File: src/logic/fetch_pkg.sv
// fetch_pkg: address and word types, fetch entry, predictor counter and opcode constants
package fetch_pkg;

  // ----------------------------------------------------------------------
  // widths and basic types
  // ----------------------------------------------------------------------
  localparam int unsigned XLEN = 32;

  // address or raw instruction word
  typedef logic [XLEN-1:0] xlen_t;

  // reset value of the pc register, overwritten by boot_addr_i one cycle later
  localparam xlen_t BOOT_ADDR_DEFAULT = 32'h8000_0000;

  // uncompressed only, so the sequential step is fixed
  localparam xlen_t INSTR_BYTES = 32'd4;

  // ----------------------------------------------------------------------
  // entry handed to decode
  // ----------------------------------------------------------------------
  typedef struct packed {
    xlen_t pc;
    xlen_t instr;
    // jal or branch predicted taken
    logic  pred_taken;
    // next pc the frontend fetched after this entry
    xlen_t pred_target;
    // bus error on the fetch of this word
    logic  err;
  } fetch_entry_t;

  // ----------------------------------------------------------------------
  // direction predictor
  // ----------------------------------------------------------------------
  typedef logic [1:0] counter_t;

  localparam counter_t CNT_STRONG_NT = 2'b00;
  localparam counter_t CNT_WEAK_NT   = 2'b01;
  localparam counter_t CNT_WEAK_T    = 2'b10;
  localparam counter_t CNT_STRONG_T  = 2'b11;

  // ----------------------------------------------------------------------
  // rv32i major opcodes seen by the scanner
  // ----------------------------------------------------------------------
  localparam logic [6:0] OPC_BRANCH = 7'b110_0011;
  localparam logic [6:0] OPC_JAL    = 7'b110_1111;

endpackage

File: src/logic/fetch_rsp_if.sv
// fetch_rsp_if: scanned memory response shared by fetch control, scan, predictor and queue
`timescale 1ns/1ps

interface fetch_rsp_if
  import fetch_pkg::*;
();

  // raw response, qualified by the outstanding and discard state
  logic  valid;
  xlen_t pc;
  xlen_t instr;
  logic  err;

  // decode results of the scanner
  logic  is_branch;
  logic  is_jal;
  xlen_t imm;

  // direction from the history table or the static fallback
  logic  pred_taken;

  modport ctrl (output valid, pc, instr, err, input is_branch, is_jal, imm, pred_taken);
  modport scan (input valid, instr, output is_branch, is_jal, imm);
  modport bht (input pc, imm, output pred_taken);
  modport queue (input valid, pc, instr, err);

endinterface

File: src/logic/branch_history_table.sv
// branch_history_table: 2-bit counters with valid bits, direction lookup and resolve update
`timescale 1ns/1ps

module branch_history_table
  import fetch_pkg::*;
#(
  parameter int unsigned BhtEntries = 16
) (
  input  logic        clk_i,
  input  logic        rst_ni,
  fetch_rsp_if.bht    rsp,
  // resolved conditional branch from execute
  input  logic        upd_valid_i,
  input  xlen_t       upd_pc_i,
  input  logic        upd_taken_i
);

  localparam int unsigned IdxW = $clog2(BhtEntries);

  counter_t                cnt_q [BhtEntries];
  logic [BhtEntries-1:0]   valid_q;
  logic [IdxW-1:0]         rd_idx;
  logic [IdxW-1:0]         wr_idx;
  counter_t                cnt_old;
  counter_t                cnt_new;

  // word aligned pc, bits 1:0 skipped
  assign rd_idx = rsp.pc[IdxW+1:2];
  assign wr_idx = upd_pc_i[IdxW+1:2];

  // untrained entry falls back to backward taken
  assign rsp.pred_taken = valid_q[rd_idx] ? cnt_q[rd_idx][1] : rsp.imm[XLEN-1];

  // ----------------------------------------------------------------------
  // counter update
  // ----------------------------------------------------------------------
  assign cnt_old = cnt_q[wr_idx];

  always_comb begin
    cnt_new = cnt_old;
    if (!valid_q[wr_idx]) begin
      // first resolve starts weak in its own direction
      cnt_new = upd_taken_i ? CNT_WEAK_T : CNT_WEAK_NT;
    end else if (upd_taken_i) begin
      if (cnt_old != CNT_STRONG_T) begin
        cnt_new = cnt_old + 2'd1;
      end
    end else begin
      if (cnt_old != CNT_STRONG_NT) begin
        cnt_new = cnt_old - 2'd1;
      end
    end
  end

  // read above sees the old value on a same-index write
  always_ff @(posedge clk_i or negedge rst_ni) begin
    if (!rst_ni) begin
      valid_q <= '0;
      for (int i = 0; i < BhtEntries; i++) begin
        cnt_q[i] <= CNT_STRONG_NT;
      end
    end else if (upd_valid_i) begin
      valid_q[wr_idx] <= 1'b1;
      cnt_q[wr_idx]   <= cnt_new;
    end
  end

endmodule

File: src/logic/branch_scan.sv
// branch_scan: opcode match for branch and jal, b-type and j-type immediate extraction
`timescale 1ns/1ps

module branch_scan
  import fetch_pkg::*;
(
  fetch_rsp_if.scan rsp
);

  logic [6:0] opcode;
  logic       opc_branch;
  logic       opc_jal;
  xlen_t      imm_b;
  xlen_t      imm_j;

  assign opcode = rsp.instr[6:0];

  assign opc_branch = (opcode == OPC_BRANCH);
  assign opc_jal    = (opcode == OPC_JAL);

  // ----------------------------------------------------------------------
  // immediates, bit 0 always zero
  // ----------------------------------------------------------------------
  // b-type: imm[12|10:5] in 31:25, imm[4:1|11] in 11:7
  assign imm_b = {
    {20{rsp.instr[31]}},
    rsp.instr[7],
    rsp.instr[30:25],
    rsp.instr[11:8],
    1'b0
  };

  // j-type: imm[20|10:1|11|19:12] in 31:12
  assign imm_j = {
    {12{rsp.instr[31]}},
    rsp.instr[19:12],
    rsp.instr[20],
    rsp.instr[30:21],
    1'b0
  };

  // flags only for a live response
  assign rsp.is_branch = rsp.valid & opc_branch;
  assign rsp.is_jal    = rsp.valid & opc_jal;

  // zero for every other opcode
  always_comb begin
    rsp.imm = '0;
    if (opc_branch) begin
      rsp.imm = imm_b;
    end else if (opc_jal) begin
      rsp.imm = imm_j;
    end
  end

endmodule

File: src/logic/fetch_ctrl.sv
// fetch_ctrl: pc register, request and discard state, next-pc select and entry build
`timescale 1ns/1ps

module fetch_ctrl
  import fetch_pkg::*;
(
  input  logic         clk_i,
  input  logic         rst_ni,
  input  xlen_t        boot_addr_i,
  // instruction memory request
  output logic         imem_req_valid_o,
  input  logic         imem_req_ready_i,
  output xlen_t        imem_req_addr_o,
  // instruction memory response
  input  logic         imem_rsp_valid_i,
  input  xlen_t        imem_rsp_data_i,
  input  logic         imem_rsp_err_i,
  // redirects from the back end
  input  logic         trap_i,
  input  xlen_t        trap_vector_i,
  input  logic         resolve_valid_i,
  input  logic         resolve_mispredict_i,
  input  xlen_t        resolve_target_i,
  fetch_rsp_if.ctrl    rsp,
  // queue side
  input  logic         can_accept_i,
  output logic         push_o,
  output fetch_entry_t entry_o,
  output logic         flush_o
);

  logic  rst_load_q;
  logic  outstanding_q, outstanding_d;
  logic  discard_q, discard_d;
  logic  hold_q;
  xlen_t hold_addr_q;
  xlen_t pc_q, pc_d;
  logic  mispredict;
  logic  req_fire;
  logic  rsp_accept;
  logic  pred_taken;
  xlen_t seq_pc;
  xlen_t target_pc;
  xlen_t pred_pc;

  assign mispredict = resolve_valid_i & resolve_mispredict_i;
  assign flush_o    = trap_i | mispredict;

  // ----------------------------------------------------------------------
  // request side
  // ----------------------------------------------------------------------
  // a request that was not taken stays up with its address, even across a flush
  assign imem_req_valid_o = hold_q | (~rst_load_q & ~outstanding_q & can_accept_i);
  assign imem_req_addr_o  = hold_q ? hold_addr_q : pc_q;
  assign req_fire         = imem_req_valid_o & imem_req_ready_i;

  // ----------------------------------------------------------------------
  // response side
  // ----------------------------------------------------------------------
  // pc_q still holds the address of the request in flight
  assign rsp.valid = imem_rsp_valid_i & outstanding_q & ~discard_q;
  assign rsp.pc    = pc_q;
  assign rsp.instr = imem_rsp_data_i;
  assign rsp.err   = imem_rsp_err_i;

  // a redirect in the response cycle wins over the response
  assign rsp_accept = rsp.valid & ~flush_o;

  // jal always taken, branch as the table says
  assign pred_taken = rsp.is_jal | (rsp.is_branch & rsp.pred_taken);
  assign seq_pc     = rsp.pc + INSTR_BYTES;
  assign target_pc  = rsp.pc + rsp.imm;
  assign pred_pc    = pred_taken ? target_pc : seq_pc;

  assign push_o  = rsp_accept;
  assign entry_o = '{
    pc:          rsp.pc,
    instr:       rsp.instr,
    pred_taken:  pred_taken,
    pred_target: pred_pc,
    err:         rsp.err
  };

  // next pc, later assignments take precedence
  always_comb begin : next_pc_select
    pc_d = pc_q;
    if (rst_load_q) begin
      pc_d = boot_addr_i;
    end
    if (rsp_accept) begin
      pc_d = pred_pc;
    end
    if (mispredict) begin
      pc_d = resolve_target_i;
    end
    if (trap_i) begin
      pc_d = trap_vector_i;
    end
  end

  always_comb begin : state_next
    outstanding_d = outstanding_q;
    if (req_fire) begin
      outstanding_d = 1'b1;
    end
    // response never comes in the transfer cycle
    if (imem_rsp_valid_i) begin
      outstanding_d = 1'b0;
    end
    // a discarded response clears the flag
    discard_d = discard_q & ~imem_rsp_valid_i;
    // on flush, drop whatever is in flight or about to be
    if (flush_o) begin
      discard_d = (outstanding_q & ~imem_rsp_valid_i) | imem_req_valid_o;
    end
  end

  always_ff @(posedge clk_i or negedge rst_ni) begin
    if (!rst_ni) begin
      rst_load_q    <= 1'b1;
      pc_q          <= BOOT_ADDR_DEFAULT;
      outstanding_q <= 1'b0;
      discard_q     <= 1'b0;
      hold_q        <= 1'b0;
    end else begin
      rst_load_q    <= 1'b0;
      pc_q          <= pc_d;
      outstanding_q <= outstanding_d;
      discard_q     <= discard_d;
      hold_q        <= imem_req_valid_o & ~imem_req_ready_i;
    end
  end

  // captured every cycle, used only while hold_q is set
  always_ff @(posedge clk_i) begin
    hold_addr_q <= imem_req_addr_o;
  end

endmodule

File: src/logic/fetch_frontend.sv
// fetch_frontend: top level with fetch control, branch scan, history table and fetch queue
`timescale 1ns/1ps

module fetch_frontend
  import fetch_pkg::*;
#(
  parameter int unsigned BhtEntries = 16,
  parameter int unsigned QueueDepth = 4
) (
  input  logic  clk_i,
  input  logic  rst_ni,
  input  xlen_t boot_addr_i,
  // instruction memory
  output logic  imem_req_valid_o,
  input  logic  imem_req_ready_i,
  output xlen_t imem_req_addr_o,
  input  logic  imem_rsp_valid_i,
  input  xlen_t imem_rsp_data_i,
  input  logic  imem_rsp_err_i,
  // decode
  output logic  fetch_valid_o,
  input  logic  fetch_ready_i,
  output xlen_t fetch_pc_o,
  output xlen_t fetch_instr_o,
  output logic  fetch_pred_taken_o,
  output xlen_t fetch_pred_target_o,
  output logic  fetch_err_o,
  // execute
  input  logic  resolve_valid_i,
  input  xlen_t resolve_pc_i,
  input  logic  resolve_is_branch_i,
  input  logic  resolve_taken_i,
  input  logic  resolve_mispredict_i,
  input  xlen_t resolve_target_i,
  // trap
  input  logic  trap_i,
  input  xlen_t trap_vector_i
);

  fetch_rsp_if  rsp_if ();

  logic         can_accept;
  logic         push;
  logic         flush;
  fetch_entry_t push_entry;
  fetch_entry_t out_entry;

  fetch_ctrl i_fetch_ctrl (
    .clk_i                (clk_i),
    .rst_ni               (rst_ni),
    .boot_addr_i          (boot_addr_i),
    .imem_req_valid_o     (imem_req_valid_o),
    .imem_req_ready_i     (imem_req_ready_i),
    .imem_req_addr_o      (imem_req_addr_o),
    .imem_rsp_valid_i     (imem_rsp_valid_i),
    .imem_rsp_data_i      (imem_rsp_data_i),
    .imem_rsp_err_i       (imem_rsp_err_i),
    .trap_i               (trap_i),
    .trap_vector_i        (trap_vector_i),
    .resolve_valid_i      (resolve_valid_i),
    .resolve_mispredict_i (resolve_mispredict_i),
    .resolve_target_i     (resolve_target_i),
    .rsp                  (rsp_if.ctrl),
    .can_accept_i         (can_accept),
    .push_o               (push),
    .entry_o              (push_entry),
    .flush_o              (flush)
  );

  branch_scan i_branch_scan (
    .rsp (rsp_if.scan)
  );

  // only conditional branches train the table
  branch_history_table #(
    .BhtEntries (BhtEntries)
  ) i_branch_history_table (
    .clk_i       (clk_i),
    .rst_ni      (rst_ni),
    .rsp         (rsp_if.bht),
    .upd_valid_i (resolve_valid_i & resolve_is_branch_i),
    .upd_pc_i    (resolve_pc_i),
    .upd_taken_i (resolve_taken_i)
  );

  fetch_queue #(
    .QueueDepth (QueueDepth)
  ) i_fetch_queue (
    .clk_i        (clk_i),
    .rst_ni       (rst_ni),
    .flush_i      (flush),
    .push_i       (push),
    .entry_i      (push_entry),
    .can_accept_o (can_accept),
    .entry_o      (out_entry),
    .valid_o      (fetch_valid_o),
    .ready_i      (fetch_ready_i)
  );

  // entry fields out to decode
  assign fetch_pc_o          = out_entry.pc;
  assign fetch_instr_o       = out_entry.instr;
  assign fetch_pred_taken_o  = out_entry.pred_taken;
  assign fetch_pred_target_o = out_entry.pred_target;
  assign fetch_err_o         = out_entry.err;

endmodule

File: src/logic/fetch_queue.sv
// fetch_queue: circular buffer of fetch entries toward decode with flush and space flag
`timescale 1ns/1ps

module fetch_queue
  import fetch_pkg::*;
#(
  parameter int unsigned QueueDepth = 4
) (
  input  logic         clk_i,
  input  logic         rst_ni,
  input  logic         flush_i,
  // write side from fetch control
  input  logic         push_i,
  input  fetch_entry_t entry_i,
  output logic         can_accept_o,
  // read side toward decode
  output fetch_entry_t entry_o,
  output logic         valid_o,
  input  logic         ready_i
);

  localparam int unsigned PtrW = $clog2(QueueDepth);

  fetch_entry_t    mem_q [QueueDepth];
  logic [PtrW-1:0] rd_ptr_q;
  logic [PtrW-1:0] wr_ptr_q;
  logic [PtrW:0]   cnt_q;
  logic            push;
  logic            pop;

  // a push in the flush cycle is dropped
  assign push = push_i & ~flush_i;
  assign pop  = valid_o & ready_i;

  assign valid_o = (cnt_q != '0);
  assign entry_o = mem_q[rd_ptr_q];

  // two free slots cover the entry of the request about to go out
  assign can_accept_o = (cnt_q <= (PtrW+1)'(QueueDepth - 2));

  // ----------------------------------------------------------------------
  // pointers and fill level
  // ----------------------------------------------------------------------
  always_ff @(posedge clk_i or negedge rst_ni) begin
    if (!rst_ni) begin
      rd_ptr_q <= '0;
      wr_ptr_q <= '0;
      cnt_q    <= '0;
    end else if (flush_i) begin
      rd_ptr_q <= '0;
      wr_ptr_q <= '0;
      cnt_q    <= '0;
    end else begin
      if (push) begin
        wr_ptr_q <= (wr_ptr_q == PtrW'(QueueDepth - 1)) ? '0 : wr_ptr_q + 1'b1;
      end
      if (pop) begin
        rd_ptr_q <= (rd_ptr_q == PtrW'(QueueDepth - 1)) ? '0 : rd_ptr_q + 1'b1;
      end
      // push only and pop only change the level, both together keep it
      if (push && !pop) begin
        cnt_q <= cnt_q + 1'b1;
      end else if (pop && !push) begin
        cnt_q <= cnt_q - 1'b1;
      end
    end
  end

  // storage
  always_ff @(posedge clk_i) begin
    if (push) begin
      mem_q[wr_ptr_q] <= entry_i;
    end
  end

endmodule

File: config.mk
export PLATFORM = sky130hd
export DESIGN_NAME = fetch_frontend
export DESIGN_NICKNAME = d
export VERILOG_FILES = /design/src/logic/fetch_pkg.sv /design/src/logic/fetch_rsp_if.sv /design/src/logic/branch_history_table.sv /design/src/logic/branch_scan.sv /design/src/logic/fetch_ctrl.sv /design/src/logic/fetch_frontend.sv /design/src/logic/fetch_queue.sv
export SDC_FILE = /design/constraint.sdc
export NUM_CORES = 1
export LEC_CHECK = 0
export BUFFER_PORTS_ARGS = -buffer_cell sky130_fd_sc_hd__buf_2
export CORE_MARGIN = 3
export CORE_UTILIZATION = 45
export DETAILED_ROUTE_END_ITERATION = 16
export PLACE_DENSITY = 0.61
export SYNTH_ARGS = -nofsm -noshare
export SYNTH_HDL_FRONTEND = slang
export SYNTH_HIERARCHICAL = 1
export SYNTH_SLANG_ARGS = --single-unit
File: constraint.sdc
create_clock -name clk_i -period 8.4 [get_ports clk_i]
set_input_delay 1.68 -clock clk_i [delete_from_list [all_inputs] [get_ports clk_i]]
set_output_delay 1.68 -clock clk_i [all_outputs]
set_load 0.1 [all_outputs]
==> metrics <==
period utilization 70.4%; CP max-delay cell and2_1; maximum VDD drop ~190 uV; P_leak around 9.9 nW; Post-CTS Hold Fix Bufs 0; Setup Fix Bufs, Post-CTS 0; Top delay family on crit path simple AND/OR/NAND/NOR gates; setup TNS 0 ps; critical path launch point type input port; WL final between 60 and 70 mm; Die H approximately 240 um; Crit Path Class input port to flip-flop; Core Region between 0.05 and 0.06 mm2; number of buffers created by CTS 54; design area between 0.02 and 0.03 mm2; HPWL after DPL approximately 42 mm; commonest non-fill, non-tap cell in the layout edfxtp_1; clock skew around 24 ps; max frequency between 0.15 and 0.2 GHz; post-synthesis cell area 0.0239 mm2; initial antenna violation count 1; CP max stage delay roughly 750 ps; Layout Nets 1,991; WL met2 between 20 and 30 mm; Seq pwr share 45.8%; R2R setup slack roughly 3500 ps; critical path cell sequence buf_2 > nand3b_4 > nor3_2 > and2_1 > ha_1 > a21o_1 > o21bai_1 > or4_1 > o21ai_0 > o31a_1 > o211ai_1 > o311ai_4 > a21oi_1 > xnor2_1; IO Port Bufs 274; PD cells around 240 mW/mm2; crit path DAT approximately 6200 ps; final setup violation count 0; Max Used Layer met5; worst relative slew slack 22.2%; starting density of the core roughly 46%; initial drt markers 1,304; fill count ~4.4k; clk slew on worst S/H paths around 60 ps; post-layout util a little over half; Ys Warns 6; Overflow after GRT 0; final hold violations 0; fin. max-slew vios 0; die area 0.0558 mm2; Routed met1 length 27.8 mm; final period demand of the worst path just under 6000 ps; layout cell share with drive strength beyond 1 34.0%; total number of vias between 10k and 15k; Worst-Skew Late Latency 610 ps; Antenna Cells 0; Buf/Inv on CP 1; Root Buffer clkbuf_16; Area Growth Syn to Fin 13.4%; area occupied by multi-input gates about 0.0081 mm2; unrepaired setup endpoints after global routing no; Worst EP required 8710 ps; CTS tree yes; CP endpoint kind flip-flop; num rows 83; DR DRC count 0; vias per cell 5.79; RD Place Congestion 0.871; Mapped Cells 1,592; CTS max path bufs 3; Clock power frac about 36%; Seq. cell area roughly 0.015 mm2; number of global-route vias before repair 14.6k; overall routing resource usage between 20% and 30%; Logic pwr share between 15 and 20%; Pint around 4.6 mW; pin count of the biggest net entering global routing 68; Worst-Margin Slew 1170 ps; Final ANT Viol Nets 0; CTS resizes 0; IO Count 303; Avg WL per Cell around 25 um; total number of H-tree levels 2; first-pass GRT wire length approximately 90 mm; status complete, no violations; Sw Share 29.6%; P_sw slightly below 2 mW; Mapped Avg Cell Area around 15 um2; CP max FO 15; worst hold path class flip-flop to flip-flop; maxcap violations 0; DRT Pass-1 Iters 5; clock sink total approximately 520; met3 wire len 4.68 mm; most frequent cells in the layout edfxtp_1 (392), buf_2 (273), mux4_2 (114); Die X between 200 and 250 um; Mapped Nets ~1.8k; DP Area about 0.025 mm2
==> path summary, 6_finish.rpt <==
kind,start,end,cells after the start
max,imem_rsp_data_i[4],i_fetch_queue/mem_q[0][32],14
min,i_fetch_ctrl/hold_addr_q[12],i_fetch_ctrl/hold_addr_q[12],1
max reg2reg,i_fetch_ctrl/rsp.pc[2],i_fetch_ctrl/rsp.pc[17],10
min reg2reg,i_fetch_ctrl/hold_addr_q[12],i_fetch_ctrl/hold_addr_q[12],1
max in group asynchronous,rst_ni,i_fetch_queue/rd_ptr_q[1],2
min in group asynchronous,rst_ni,i_branch_history_table/valid_q[14],1
==> area by class of cell <==
cell class | count | area share, %
well taps | 680 | 3.14
repair buffers | 293 | 5.60
clock inverters | 39 | 1.50
multi-input cells | 898 | 30.1
inverters | 19 | 0.264
clock buffers | 62 | 5.10
flip-flops and latches | 515 | 54.3
==> power by group through the flow <==
stage	Sequential [mW]	Clock, mW	Combinational [mW]
floorplan	3.00	0	0.962
global placement	3.06	0	1.16
detailed placement	3.06	0	1.17
CTS	3.01	2.45	1.18
global route	3.03	2.55	1.24
finish	3.01	2.39	1.17
==> per-stage QoR <==
step | setup WS, ps | total power, mW | instances | hold slack (ps)
3_3_place_gp | 1960 | 4.22 | 2405 | 452
4_1_cts | 2530 | 6.64 | 2506 | 470
3_5_place_dp | 1900 | 4.24 | 2405 | 456
6_report | 2490 | 6.57 | 2506 | 469
5_1_grt | 2250 | 6.82 | 2506 | 479
2_1_floorplan | 2490 | 3.96 | 1592 | 444
==> flip-flops by register name, indices dropped and copies added (netlist names) <==
| register | flops |
|---|---|
| i_fetch_queue/cnt_q | 3 |
| i_fetch_ctrl/rst_load_q | 1 |
| i_branch_history_table/valid_q | 16 |
| i_fetch_queue/mem_q | 392 |
| i_fetch_ctrl/discard_q | 1 |
| i_fetch_queue/wr_ptr_q | 2 |
| i_fetch_ctrl/rsp.pc | 32 |
| i_fetch_queue/rd_ptr_q | 2 |
| i_fetch_ctrl/outstanding_q | 1 |
| i_branch_history_table/cnt_q | 32 |
| i_fetch_ctrl/hold_q | 1 |
| i_fetch_ctrl/hold_addr_q | 32 |
==> metal layers <==
layer | global-route usage, % | vias to the layer above
met2 | 33.3 | 582
met4 | 6.74 | 2
met3 | 4.01 | 100
met5 | 0 | -
li1 | - | 6474
met1 | 32.7 | 7353
No activity file was read; power rests on OpenSTA's default activity.
